File: src/design/e300_cfg_pkg.sv
// Sizing and mode constants shared by all blocks; the mode bit must be synchronized before use
`default_nettype none

package e300_cfg_pkg;

   // ----------------------------------------------------------
   // Sample sizing
   // ----------------------------------------------------------

   // Width of one I or Q sample on the converter bus
   localparam int sample_width = 12;

   // ----------------------------------------------------------
   // Mode control
   // ----------------------------------------------------------

   // Flops in the mode bit synchronizer
   // At least two, more only adds latency to a mode change
   localparam int sync_stages = 2;

   // Values of the synchronized mode bit
   // Single channel, one word per cycle
   localparam logic mode_siso = 1'b0;
   // Two channels interleaved, frame bit marks channel 1
   localparam logic mode_mimo = 1'b1;

endpackage : e300_cfg_pkg

`default_nettype wire

File: src/design/e300_sample_pkg.sv
// Sample and I/Q pair types; samples carry no sign so users must interpret two's complement
`default_nettype none

package e300_sample_pkg;

   import e300_cfg_pkg::*;

   // ----------------------------------------------------------
   // Sample types
   // ----------------------------------------------------------

   // One raw converter sample
   // Sign is left to the user, the datapath only moves bits
   typedef logic [sample_width-1:0] sample_t;

   // One complex sample
   // I sits in the upper half, Q in the lower half
   // 24 bits for the default sample width
   typedef struct packed {
      // In-phase component
      sample_t i;
      // Quadrature component
      sample_t q;
   } iq_t;

   // Word on the converter side carries one channel per cycle
   // Channel outputs carry one iq_t each
   // Same type on both sides keeps the steering logic plain

endpackage : e300_sample_pkg

`default_nettype wire

File: src/design/e300_io_top.sv
// Sample-path top; takes the de-serialized word pair and gives both frame halves, no clock cells
`default_nettype none
`timescale 1ns/100ps

module e300_io_top (
   input  wire logic                                  siso_clk2,
   input  wire logic                                  arst_n_i,
   // Mode request, 1 selects two channels
   input  wire logic                                  mimo_i,

   // Converter receive side
   input  wire logic                                  rx_frame_i,
   input  wire logic [e300_cfg_pkg::sample_width-1:0] rx_i_i,
   input  wire logic [e300_cfg_pkg::sample_width-1:0] rx_q_i,

   // Baseband transmit channels
   input  wire logic [e300_cfg_pkg::sample_width-1:0] tx_i0_i,
   input  wire logic [e300_cfg_pkg::sample_width-1:0] tx_q0_i,
   input  wire logic [e300_cfg_pkg::sample_width-1:0] tx_i1_i,
   input  wire logic [e300_cfg_pkg::sample_width-1:0] tx_q1_i,

   // Baseband receive channels
   output logic      [e300_cfg_pkg::sample_width-1:0] rx_i0_o,
   output logic      [e300_cfg_pkg::sample_width-1:0] rx_q0_o,
   output logic      [e300_cfg_pkg::sample_width-1:0] rx_i1_o,
   output logic      [e300_cfg_pkg::sample_width-1:0] rx_q1_o,

   // Converter transmit side
   output logic      [e300_cfg_pkg::sample_width-1:0] tx_i_o,
   output logic      [e300_cfg_pkg::sample_width-1:0] tx_q_o,

   // Clock enable for the radio logic, stands in for radio_clk
   output logic                                       radio_en_o,
   output logic                                       tx_frame_hi_o,
   output logic                                       tx_frame_lo_o
);

   import e300_sample_pkg::*;

   // ----------------------------------------------------------
   // Shared mode and strobe
   // ----------------------------------------------------------

   logic mimo;
   logic strobe;

   mode_strobe_gen mode_strobe_gen_i (
      .siso_clk2 (siso_clk2),
      .arst_n_i  (arst_n_i),
      .mimo_i    (mimo_i),
      .mimo_o    (mimo),
      .strobe_o  (strobe)
   );

   // Radio logic runs on the strobe cycles only
   assign radio_en_o = strobe;

   // ----------------------------------------------------------
   // Receive path
   // ----------------------------------------------------------

   iq_t rx_word;
   iq_t rx_ch0;
   iq_t rx_ch1;

   assign rx_word = '{i: rx_i_i, q: rx_q_i};

   rx_deinterleave rx_deinterleave_i (
      .siso_clk2  (siso_clk2),
      .arst_n_i   (arst_n_i),
      .mimo_i     (mimo),
      .strobe_i   (strobe),
      .rx_frame_i (rx_frame_i),
      .rx_word_i  (rx_word),
      .rx_ch0_o   (rx_ch0),
      .rx_ch1_o   (rx_ch1)
   );

   assign rx_i0_o = rx_ch0.i;
   assign rx_q0_o = rx_ch0.q;
   assign rx_i1_o = rx_ch1.i;
   assign rx_q1_o = rx_ch1.q;

   // ----------------------------------------------------------
   // Transmit path
   // ----------------------------------------------------------

   iq_t tx_ch0;
   iq_t tx_ch1;
   iq_t tx_word;

   assign tx_ch0 = '{i: tx_i0_i, q: tx_q0_i};
   assign tx_ch1 = '{i: tx_i1_i, q: tx_q1_i};

   tx_interleave tx_interleave_i (
      .siso_clk2     (siso_clk2),
      .arst_n_i      (arst_n_i),
      .mimo_i        (mimo),
      .strobe_i      (strobe),
      .tx_ch0_i      (tx_ch0),
      .tx_ch1_i      (tx_ch1),
      .tx_word_o     (tx_word),
      .tx_frame_hi_o (tx_frame_hi_o),
      .tx_frame_lo_o (tx_frame_lo_o)
   );

   assign tx_i_o = tx_word.i;
   assign tx_q_o = tx_word.q;

endmodule : e300_io_top

`default_nettype wire

File: src/design/mode_strobe_gen.sv
// Mode synchronizer and sample strobe; mimo_i may be asynchronous, strobe is valid 2 cycles later
`default_nettype none
`timescale 1ns/100ps

module mode_strobe_gen (
   input  wire logic siso_clk2,
   input  wire logic arst_n_i,
   // Raw mode request from another clock domain
   input  wire logic mimo_i,
   // Synchronized mode
   output logic      mimo_o,
   // One cycle in two in MIMO, every cycle in SISO
   output logic      strobe_o
);

   import e300_cfg_pkg::*;

   // ----------------------------------------------------------
   // Mode synchronizer
   // ----------------------------------------------------------

   // Shift chain, newest bit at index 0
   logic [sync_stages-1:0] sync_q;

   always_ff @(posedge siso_clk2 or negedge arst_n_i) begin
      if (!arst_n_i) begin
         sync_q <= '0;
      end else begin
         sync_q <= {sync_q[sync_stages-2:0], mimo_i};
      end
   end

   // Last stage is the mode seen by the datapath
   assign mimo_o = sync_q[sync_stages-1];

   // ----------------------------------------------------------
   // Sample strobe
   // ----------------------------------------------------------

   // Phase of the half-rate radio clock
   // Held at zero in SISO so MIMO always starts on a strobe
   logic phase_q;

   always_ff @(posedge siso_clk2 or negedge arst_n_i) begin
      if (!arst_n_i) begin
         phase_q <= 1'b0;
      end else if (mimo_o) begin
         phase_q <= ~phase_q;
      end else begin
         phase_q <= 1'b0;
      end
   end

   // Strobe marks the first cycle of each radio clock period
   always_comb begin
      if (mimo_o) begin
         strobe_o = ~phase_q;
      end else begin
         strobe_o = 1'b1;
      end
   end

   // ----------------------------------------------------------
   // Checks
   // ----------------------------------------------------------

   // In steady MIMO the strobe never repeats on back-to-back cycles
   strobe_alternates_a : assert property (
      @(posedge siso_clk2) disable iff (!arst_n_i)
      (mimo_o && strobe_o) ##1 mimo_o |-> !strobe_o
   );

endmodule : mode_strobe_gen

`default_nettype wire

File: src/design/rx_deinterleave.sv
// Receive demux; in MIMO the frame bit must alternate 1 then 0 or channel 1 repeats stale data
`default_nettype none
`timescale 1ns/100ps

module rx_deinterleave (
   input  wire logic                  siso_clk2,
   input  wire logic                  arst_n_i,
   // Synchronized mode and sample strobe
   input  wire logic                  mimo_i,
   input  wire logic                  strobe_i,
   // Frame bit, high marks a channel 1 word
   input  wire logic                  rx_frame_i,
   // De-serialized word from the converter bus
   input  wire e300_sample_pkg::iq_t  rx_word_i,
   // Channel outputs, stable for one strobe period
   output e300_sample_pkg::iq_t       rx_ch0_o,
   output e300_sample_pkg::iq_t       rx_ch1_o
);

   import e300_cfg_pkg::*;
   import e300_sample_pkg::*;

   // ----------------------------------------------------------
   // Stage 1 demux
   // ----------------------------------------------------------

   // Channel 1 word waiting for its channel 0 partner
   iq_t hold_q;
   // Demuxed channel pair
   iq_t ch0_q;
   iq_t ch1_q;

   // Channel 1 arrives first in each MIMO pair
   always_ff @(posedge siso_clk2 or negedge arst_n_i) begin
      if (!arst_n_i) begin
         hold_q <= '0;
      end else if (mimo_i == mode_mimo && rx_frame_i) begin
         hold_q <= rx_word_i;
      end
   end

   always_ff @(posedge siso_clk2 or negedge arst_n_i) begin
      if (!arst_n_i) begin
         ch0_q <= '0;
         ch1_q <= '0;
      end else if (mimo_i == mode_siso) begin
         // Same stream on both channels
         // Lets either downstream DDC take the single channel
         ch0_q <= rx_word_i;
         ch1_q <= rx_word_i;
      end else if (!rx_frame_i) begin
         // Frame 0 closes the pair
         ch0_q <= rx_word_i;
         ch1_q <= hold_q;
      end
   end

   // ----------------------------------------------------------
   // Stage 2 output register
   // ----------------------------------------------------------

   // Loads once per radio clock period
   // In SISO the strobe is always high so this is a plain delay
   always_ff @(posedge siso_clk2 or negedge arst_n_i) begin
      if (!arst_n_i) begin
         rx_ch0_o <= '0;
         rx_ch1_o <= '0;
      end else if (strobe_i) begin
         rx_ch0_o <= ch0_q;
         rx_ch1_o <= ch1_q;
      end
   end

   // ----------------------------------------------------------
   // Checks
   // ----------------------------------------------------------

   // After three SISO cycles both stages hold duplicated data
   siso_channels_equal_a : assert property (
      @(posedge siso_clk2) disable iff (!arst_n_i)
      (mimo_i == mode_siso) [*3] |-> (rx_ch0_o == rx_ch1_o)
   );

endmodule : rx_deinterleave

`default_nettype wire

File: src/design/tx_interleave.sv
// Transmit mux; in SISO a zero sample on channel 0 is treated as idle and channel 1 is sent
`default_nettype none
`timescale 1ns/100ps

module tx_interleave (
   input  wire logic                  siso_clk2,
   input  wire logic                  arst_n_i,
   // Synchronized mode and sample strobe
   input  wire logic                  mimo_i,
   input  wire logic                  strobe_i,
   // Channel inputs, sampled on strobe cycles
   input  wire e300_sample_pkg::iq_t  tx_ch0_i,
   input  wire e300_sample_pkg::iq_t  tx_ch1_i,
   // Word toward the converter bus
   output e300_sample_pkg::iq_t       tx_word_o,
   // Frame halves for the DDR frame pin
   output logic                       tx_frame_hi_o,
   output logic                       tx_frame_lo_o
);

   import e300_cfg_pkg::*;
   import e300_sample_pkg::*;

   // ----------------------------------------------------------
   // SISO channel select
   // ----------------------------------------------------------

   // Per component fallback
   // Either DUC may drive the single channel, useful for loopback
   iq_t siso_word;

   always_comb begin
      siso_word.i = (tx_ch0_i.i != '0) ? tx_ch0_i.i : tx_ch1_i.i;
      siso_word.q = (tx_ch0_i.q != '0) ? tx_ch0_i.q : tx_ch1_i.q;
   end

   // ----------------------------------------------------------
   // Interleave
   // ----------------------------------------------------------

   // Channel 0 held for the second half of the pair
   iq_t hold_q;

   always_ff @(posedge siso_clk2 or negedge arst_n_i) begin
      if (!arst_n_i) begin
         tx_word_o <= '0;
         hold_q    <= '0;
      end else if (strobe_i) begin
         // Channel 1 goes out first in MIMO
         if (mimo_i == mode_mimo) begin
            tx_word_o <= tx_ch1_i;
         end else begin
            tx_word_o <= siso_word;
         end
         hold_q <= tx_ch0_i;
      end else begin
         tx_word_o <= hold_q;
      end
   end

   // ----------------------------------------------------------
   // Frame pair
   // ----------------------------------------------------------

   // Strobe aligned with the word it marks
   logic strobe_d_q;

   always_ff @(posedge siso_clk2 or negedge arst_n_i) begin
      if (!arst_n_i) begin
         strobe_d_q <= 1'b0;
      end else begin
         strobe_d_q <= strobe_i;
      end
   end

   // High half every word in SISO
   assign tx_frame_hi_o = strobe_d_q;
   // Low half only in MIMO, gives a frame two words long
   assign tx_frame_lo_o = strobe_d_q & mimo_i;

   // ----------------------------------------------------------
   // Checks
   // ----------------------------------------------------------

   // Settled SISO sends a SISO frame on every word
   siso_frame_a : assert property (
      @(posedge siso_clk2) disable iff (!arst_n_i)
      !mimo_i ##1 !mimo_i |-> tx_frame_hi_o && !tx_frame_lo_o
   );

endmodule : tx_interleave

`default_nettype wire

File: config.mk
export PLATFORM = sky130hd
export DESIGN_NAME = e300_io_top
export DESIGN_NICKNAME = d
export VERILOG_FILES = /design/src/design/e300_cfg_pkg.sv /design/src/design/e300_sample_pkg.sv /design/src/design/e300_io_top.sv /design/src/design/mode_strobe_gen.sv /design/src/design/rx_deinterleave.sv /design/src/design/tx_interleave.sv
export SDC_FILE = /design/constraint.sdc
export NUM_CORES = 1
export LEC_CHECK = 0
export ABC_CLOCK_PERIOD_IN_PS = 3400
export BUFFER_PORTS_ARGS = -buffer_cell sky130_fd_sc_hd__buf_2
export CAP_MARGIN = 20
export CELL_PAD_IN_SITES_DETAIL_PLACEMENT = 1
export CELL_PAD_IN_SITES_GLOBAL_PLACEMENT = 1
export CORE_UTILIZATION = 30
export DETAILED_ROUTE_END_ITERATION = 12
export PLACE_DENSITY_LB_ADDON = 0.1
export SLEW_MARGIN = 40
export SYNTH_ARGS = -nofsm -noshare
export SYNTH_HDL_FRONTEND = slang
export SYNTH_SLANG_ARGS = --single-unit
File: constraint.sdc
create_clock -name siso_clk2 -period 3.4 [get_ports siso_clk2]
set_input_delay 0.17 -clock siso_clk2 [delete_from_list [all_inputs] [get_ports siso_clk2]]
set_output_delay 0.17 -clock siso_clk2 [all_outputs]
set_load 0.02 [all_outputs]
# Yosys cells after proc, flatten, opt, wreduce, memory -nomap -nowiden
# Cells that the tools add are included.
# op_classes
add_sub_neg	0
n_mul	0
div	0
n_lt_le_gt_ge	0
eq_ne	1
shifts	0
mux	10
bitwise_logic	2
reduce_logical	3
# op_table
cell	n
24-bit 2-to-1 mux	6
12-bit 2-to-1 mux	2
12-bit nonzero test	2
1-bit 2-to-1 mux	2
2-bit inequality test (second input constant)	1
1-bit AND	1
1-bit logical AND	1
1-bit inverter	1
# word_totals
register_bits	172
latch_bits	0
ramBits	0
rom_bits	0
inputBits	76
word_cells	33
memories	0

# Longest topological paths before layout
# logic_depth
depth_word	4
ltp_mapped	6
depth_no_buf	3

# Hierarchy
# Synthesis repeated with hierarchy kept, for this count alone.
# unflattened
cells_unflattened	540
area_unflattened_um2	7297.0
# modules_own_cells
module	instances	cells_each	area_per_inst_um2	seq_area_each_um2
rx_deinterleave	1	307	4727.0	3002.9
tx_interleave	1	228	2477.4	1226.2
mode_strobe_gen	1	5	92.6	75.1

# Least setup slack after synthesis
# OpenSTA, ideal clock, no wires.
# synth_path
path_type	reg-to-reg
from	register mode_strobe_gen_i.phase_q
to	register rx_deinterleave_i.rx_ch1_o[10] in the netlist's numbering
arrival_ns	1.198
required_ns	3.275
slack_ns	2.077
stages_incl_launch_ff	6
n_path_buf	3
synth_period_minus_slack_ns	1.323
cell_sequence	dfrtp_1 -> buf_4 -> nand2_2 -> buf_6 -> buf_6 -> mux2_4
# synth_via
elab_chain_cells	2
# synth_lines
item	line_no	rtl
start, declared	mode_strobe_gen.sv:42	logic phase_q;
start signal, assigned	mode_strobe_gen.sv:48	phase_q <= ~phase_q;
1-bit inverter	mode_strobe_gen.sv:57	strobe_o = ~phase_q;
1-bit 2-to-1 mux	mode_strobe_gen.sv:56	if (mimo_o) begin
via radio_en_o	e300_io_top.sv:33	output logic radio_en_o,
end signal, assigned	rx_deinterleave.sv:70	rx_ch1_o <= ch1_q;
end, declared	rx_deinterleave.sv:17	output e300_sample_pkg::iq_t rx_ch1_o
# The timed path passes the listed nets, and every way through them passes these cells.
# A chain may end at the register's enable or synchronous reset.

# Final worst setup path
# layout_path
from	register mode_strobe_gen_i.sync_q[1]
to	output radio_en_o
# layout_via
elab_chain_cells	1
# layout_lines
item	line_no	rtl
start, declared	mode_strobe_gen.sv:23	logic [sync_stages-1:0] sync_q;
start signal, assigned	mode_strobe_gen.sv:29	sync_q <= {sync_q[sync_stages-2:0], mimo_i};
1-bit 2-to-1 mux	mode_strobe_gen.sv:56	
end, declared	e300_io_top.sv:33	
# Every way passes these cells.

==> summary.txt <==
Worst setup path
  • WS Path Type: reg2out
  • Setup slack on the worst flop-to-flop path: 1.02 ns
  • Max Fanout on Critical Path: 54
  • CP Launch Type: flip-flop
  • CP Data Arrival Time: about 2.4 ns
  • Worst setup EP type: output port
  • Worst EP required: 3.23 ns

Logic synthesis
  • Share of synthesized registers carrying an async set or reset: 1.000
  • Flip-flop and latch count after synthesis: 172
  • Number of standard cells after synthesis: ~500
  • Count of flip-flops with a built-in enable after synthesis: 0
  • Share of synthesized area occupied by flip-flops and latches: 0.5841
  • Yosys warns: 0
  • Number of different library cells in the post-synthesis netlist: 27
  • Area of the mapped netlist: around 7400 sq um
  • Dominant register cell in the synthesized netlist: sky130_fd_sc_hd__dfrtp_1
  • Mapped Avg Cell Area: about 15 sq um
  • Post-Syn Nets: between 500 and 600

Global routing
  • Overall routing resource usage: 0.1502
  • Residual overflow from global routing: 0
  • Antenna violations before repair: 1
  • Global-route met3 utilization: 0.04101
  • GRT met2 Usage: 0.2400
  • Largest net degree at the start of global routing: 99
  • First-pass GRT wire length: roughly 30000 microns
  • Most heavily used metal layer in global routing: met2
  • Number of global-route vias before repair: approximately 5200
  • GRT met1 Usage: 0.1932

Worst hold path
  • Worst hold path type: in2reg

Route
  • Pre-Repair DR Iteration Count: 4
  • Iteration-0 DRC Markers: about 110
  • DRC violation count after routing: 0
  • Antenna viol nets, final: 0
  • Routed wire per std cell: approximately 18 microns
  • Vias post-DR: between 4000 and 5000
  • Vias/cell: ~4.6
  • Final Routed Wirelength: approximately 18000 microns

STA
  • Unrepaired setup endpoints after global routing: no
  • Final setup violating endpoints: 0
  • Worst hold-check slack: approximately 0.013 ns
  • Number of slew-limit violations in the final report: 0
  • Final Cycle Share: 0.7498
  • Setup TNS Final: 0 ns
  • Final count of hold timing violations: 0
  • Final worst setup slack: between 0.8 and 0.9 ns
  • Final min period: 2.549 ns
  • Final worst clock skew: 0.01033 ns
  • Pin slew with the least headroom to its limit: ~0.80 ns
  • Fmax: roughly 0.39 GHz
  • Slew Limit Headroom: 0.4692

Layout
  • Number of fillers in the final layout: between 2000 and 3000
  • Share of layout cells above drive strength 1: 0.4826
  • Area added between synthesis and finish: 26.15%
  • Most common library cell in the layout ignoring fill and taps: sky130_fd_sc_hd__dfrtp_1
  • Number of cells in the finished layout apart from fillers: 1009
  • Top library cells by usage in the layout, fill and taps aside: sky130_fd_sc_hd__dfrtp_1, sky130_fd_sc_hd__buf_2, sky130_fd_sc_hd__mux2_2
  • Nets@finish: approximately 750
  • # diodes: 0

Flow run
  • Maximum capacitance violations: 0

Placed design
  • Worst slack at placement: about 1.2 ns
  • Number of placed instances, taps included: ~950
  • GP Congestion: 0.7003
  • Detailed-placement wirelength estimate: 11510 microns
  • Port buffer count: 150

Pwr
  • Final Total Pwr: around 5200 uW
  • Static leakage: between 0.004 and 0.005 uW
  • Largest vdd supply drop: approximately 0.00023 V
  • Total power density per cell area: approximately 560 nW/um^2

Clocking
  • Total clock buffers created by CTS: 17
  • Clock slew at reported path FFs: around 0.070 ns
  • H-tree levels: 4
  • Setup Fix Bufs, Post-CTS: 0
  • Clock tree from TritonCTS: built
  • CTS Sinks: roughly 170
  • Clock root cell: sky130_fd_sc_hd__clkbuf_16
  • Insertion delay of the later-clocked pin in the worst-skew pair: around 0.43 ns
  • Maximum clock insertion buffer count: 2

Floorplanning
  • Placement Rows: 56
  • X dimension of the die: around 160 microns
  • Overall die height: approximately 160 microns
  • Die area: 25190 sq um
  • Starting Density: 0.3102
  • Top-Level Pins: 151
  • Area of the core region: between 20000 and 25000 sq um

Run status
  • Outcome: complete, no violations
[metal layers]
layer	up-vias	routed length (microns)
met1	2347	8093
met5	-	13
li1	2122	-
met2	103	8491
met3	25	769
met4	2	305
[state kept, by name, indices dropped and copies added, names as in the netlist]
signal                         count
mode_strobe_gen_i.phase_q          1
rx_deinterleave_i.ch0_q           24
rx_deinterleave_i.hold_q          24
mode_strobe_gen_i.sync_q           2
rx_deinterleave_i.rx_ch1_o        24
tx_interleave_i.tx_frame_hi_o      1
tx_interleave_i.hold_q            24
rx_deinterleave_i.rx_ch0_o        24
rx_deinterleave_i.ch1_q           24
tx_interleave_i.tx_word_o         24
[final cells by class]
class                           instances  area, sq um  area share
Clock buffer                           22        474.2     0.05102
Clock inverter                         10        115.1     0.01238
Inverter                               17        63.81    0.006865
Tap cell                              319        399.1     0.04294
Multi-Input combinational cell        284         2799      0.3011
Timing Repair Buffer                  185         1136      0.1222
Sequential cell                       172         4308      0.4635
[cells by family (layout without fill, tap and decap cells)]
family                 Yosys count  after routing  synth area share
flip-flops                     172            172            0.5841
AND/OR/NAND/NOR                 48             48           0.03753
buffers and inverters           46            234           0.03702
multiplexers                   185            185            0.3033
AO/OA/AOI/OAI                   51             51           0.03804
[what timing repair did]
action,CTS,global route
endpoints found under the hold margin,123,0
resized for setup,0,0
hold buffers,27,0
setup endpoints to repair,0,0
[critical path, cell delays in order (launching register included)]
cell                      delay [ns]
sky130_fd_sc_hd__dfrtp_4        0.82
sky130_fd_sc_hd__nand2_4        0.50
sky130_fd_sc_hd__buf_12         0.36
sky130_fd_sc_hd__buf_2          0.21
[cell usage after synthesis (2+ instances only)]
cell type / number / area, sq um
sky130_fd_sc_hd__a21oi_1: 26 / 130.1
sky130_fd_sc_hd__mux2_4: 56 / 840.8
sky130_fd_sc_hd__nor2_1: 31 / 116.4
sky130_fd_sc_hd__mux2_2: 82 / 923.4
sky130_fd_sc_hd__nor4_4: 3 / 63.81
sky130_fd_sc_hd__mux2i_1: 47 / 470.5
sky130_fd_sc_hd__buf_1: 2 / 7.510
sky130_fd_sc_hd__buf_4: 4 / 30.03
sky130_fd_sc_hd__buf_6: 9 / 101.4
sky130_fd_sc_hd__nor4_1: 3 / 18.77
sky130_fd_sc_hd__nand4_1: 4 / 25.02
sky130_fd_sc_hd__buf_2: 13 / 65.06
sky130_fd_sc_hd__a41o_1: 2 / 20.02
sky130_fd_sc_hd__inv_1: 17 / 63.81
sky130_fd_sc_hd__a22oi_1: 4 / 30.03
sky130_fd_sc_hd__dfrtp_1: 172 / 4304
sky130_fd_sc_hd__o21ai_1: 16 / 80.08
sky130_fd_sc_hd__and2_1: 2 / 12.51
[worst paths after layout]
path	startpoint	to	depth (start not counted)
min	rx_i_i[10]	rx_deinterleave_i.ch0_q[22]	2
min in group asynchronous	arst_n_i	rx_deinterleave_i.rx_ch1_o[5]	2
max reg2reg	mode_strobe_gen_i.sync_q[1]	tx_interleave_i.tx_word_o[20]	4
max	mode_strobe_gen_i.sync_q[1]	radio_en_o	3
max in group asynchronous	arst_n_i	rx_deinterleave_i.hold_q[16]	4
min reg2reg	mode_strobe_gen_i.sync_q[0]	mode_strobe_gen_i.sync_q[1]	0
[power by group]
group	internal [uW]	leakage, uW	total (uW)	switching [uW]
Sequential	2270	0.00199	2400	129
Clock	1140	0.000282	1960	818
Combinational	405	0.00214	824	419
Total	3820	0.00441	5180	1370
[stage by stage]
step	util	cell area [sq um]
after floorplan	-	7368
after global placement	0.3538	8404
after detailed placement	0.3540	8408
after CTS	0.3902	9268
after global routing	0.3913	9295
final	0.3913	9295
Note: power is estimated with default switching activity, not from simulation.
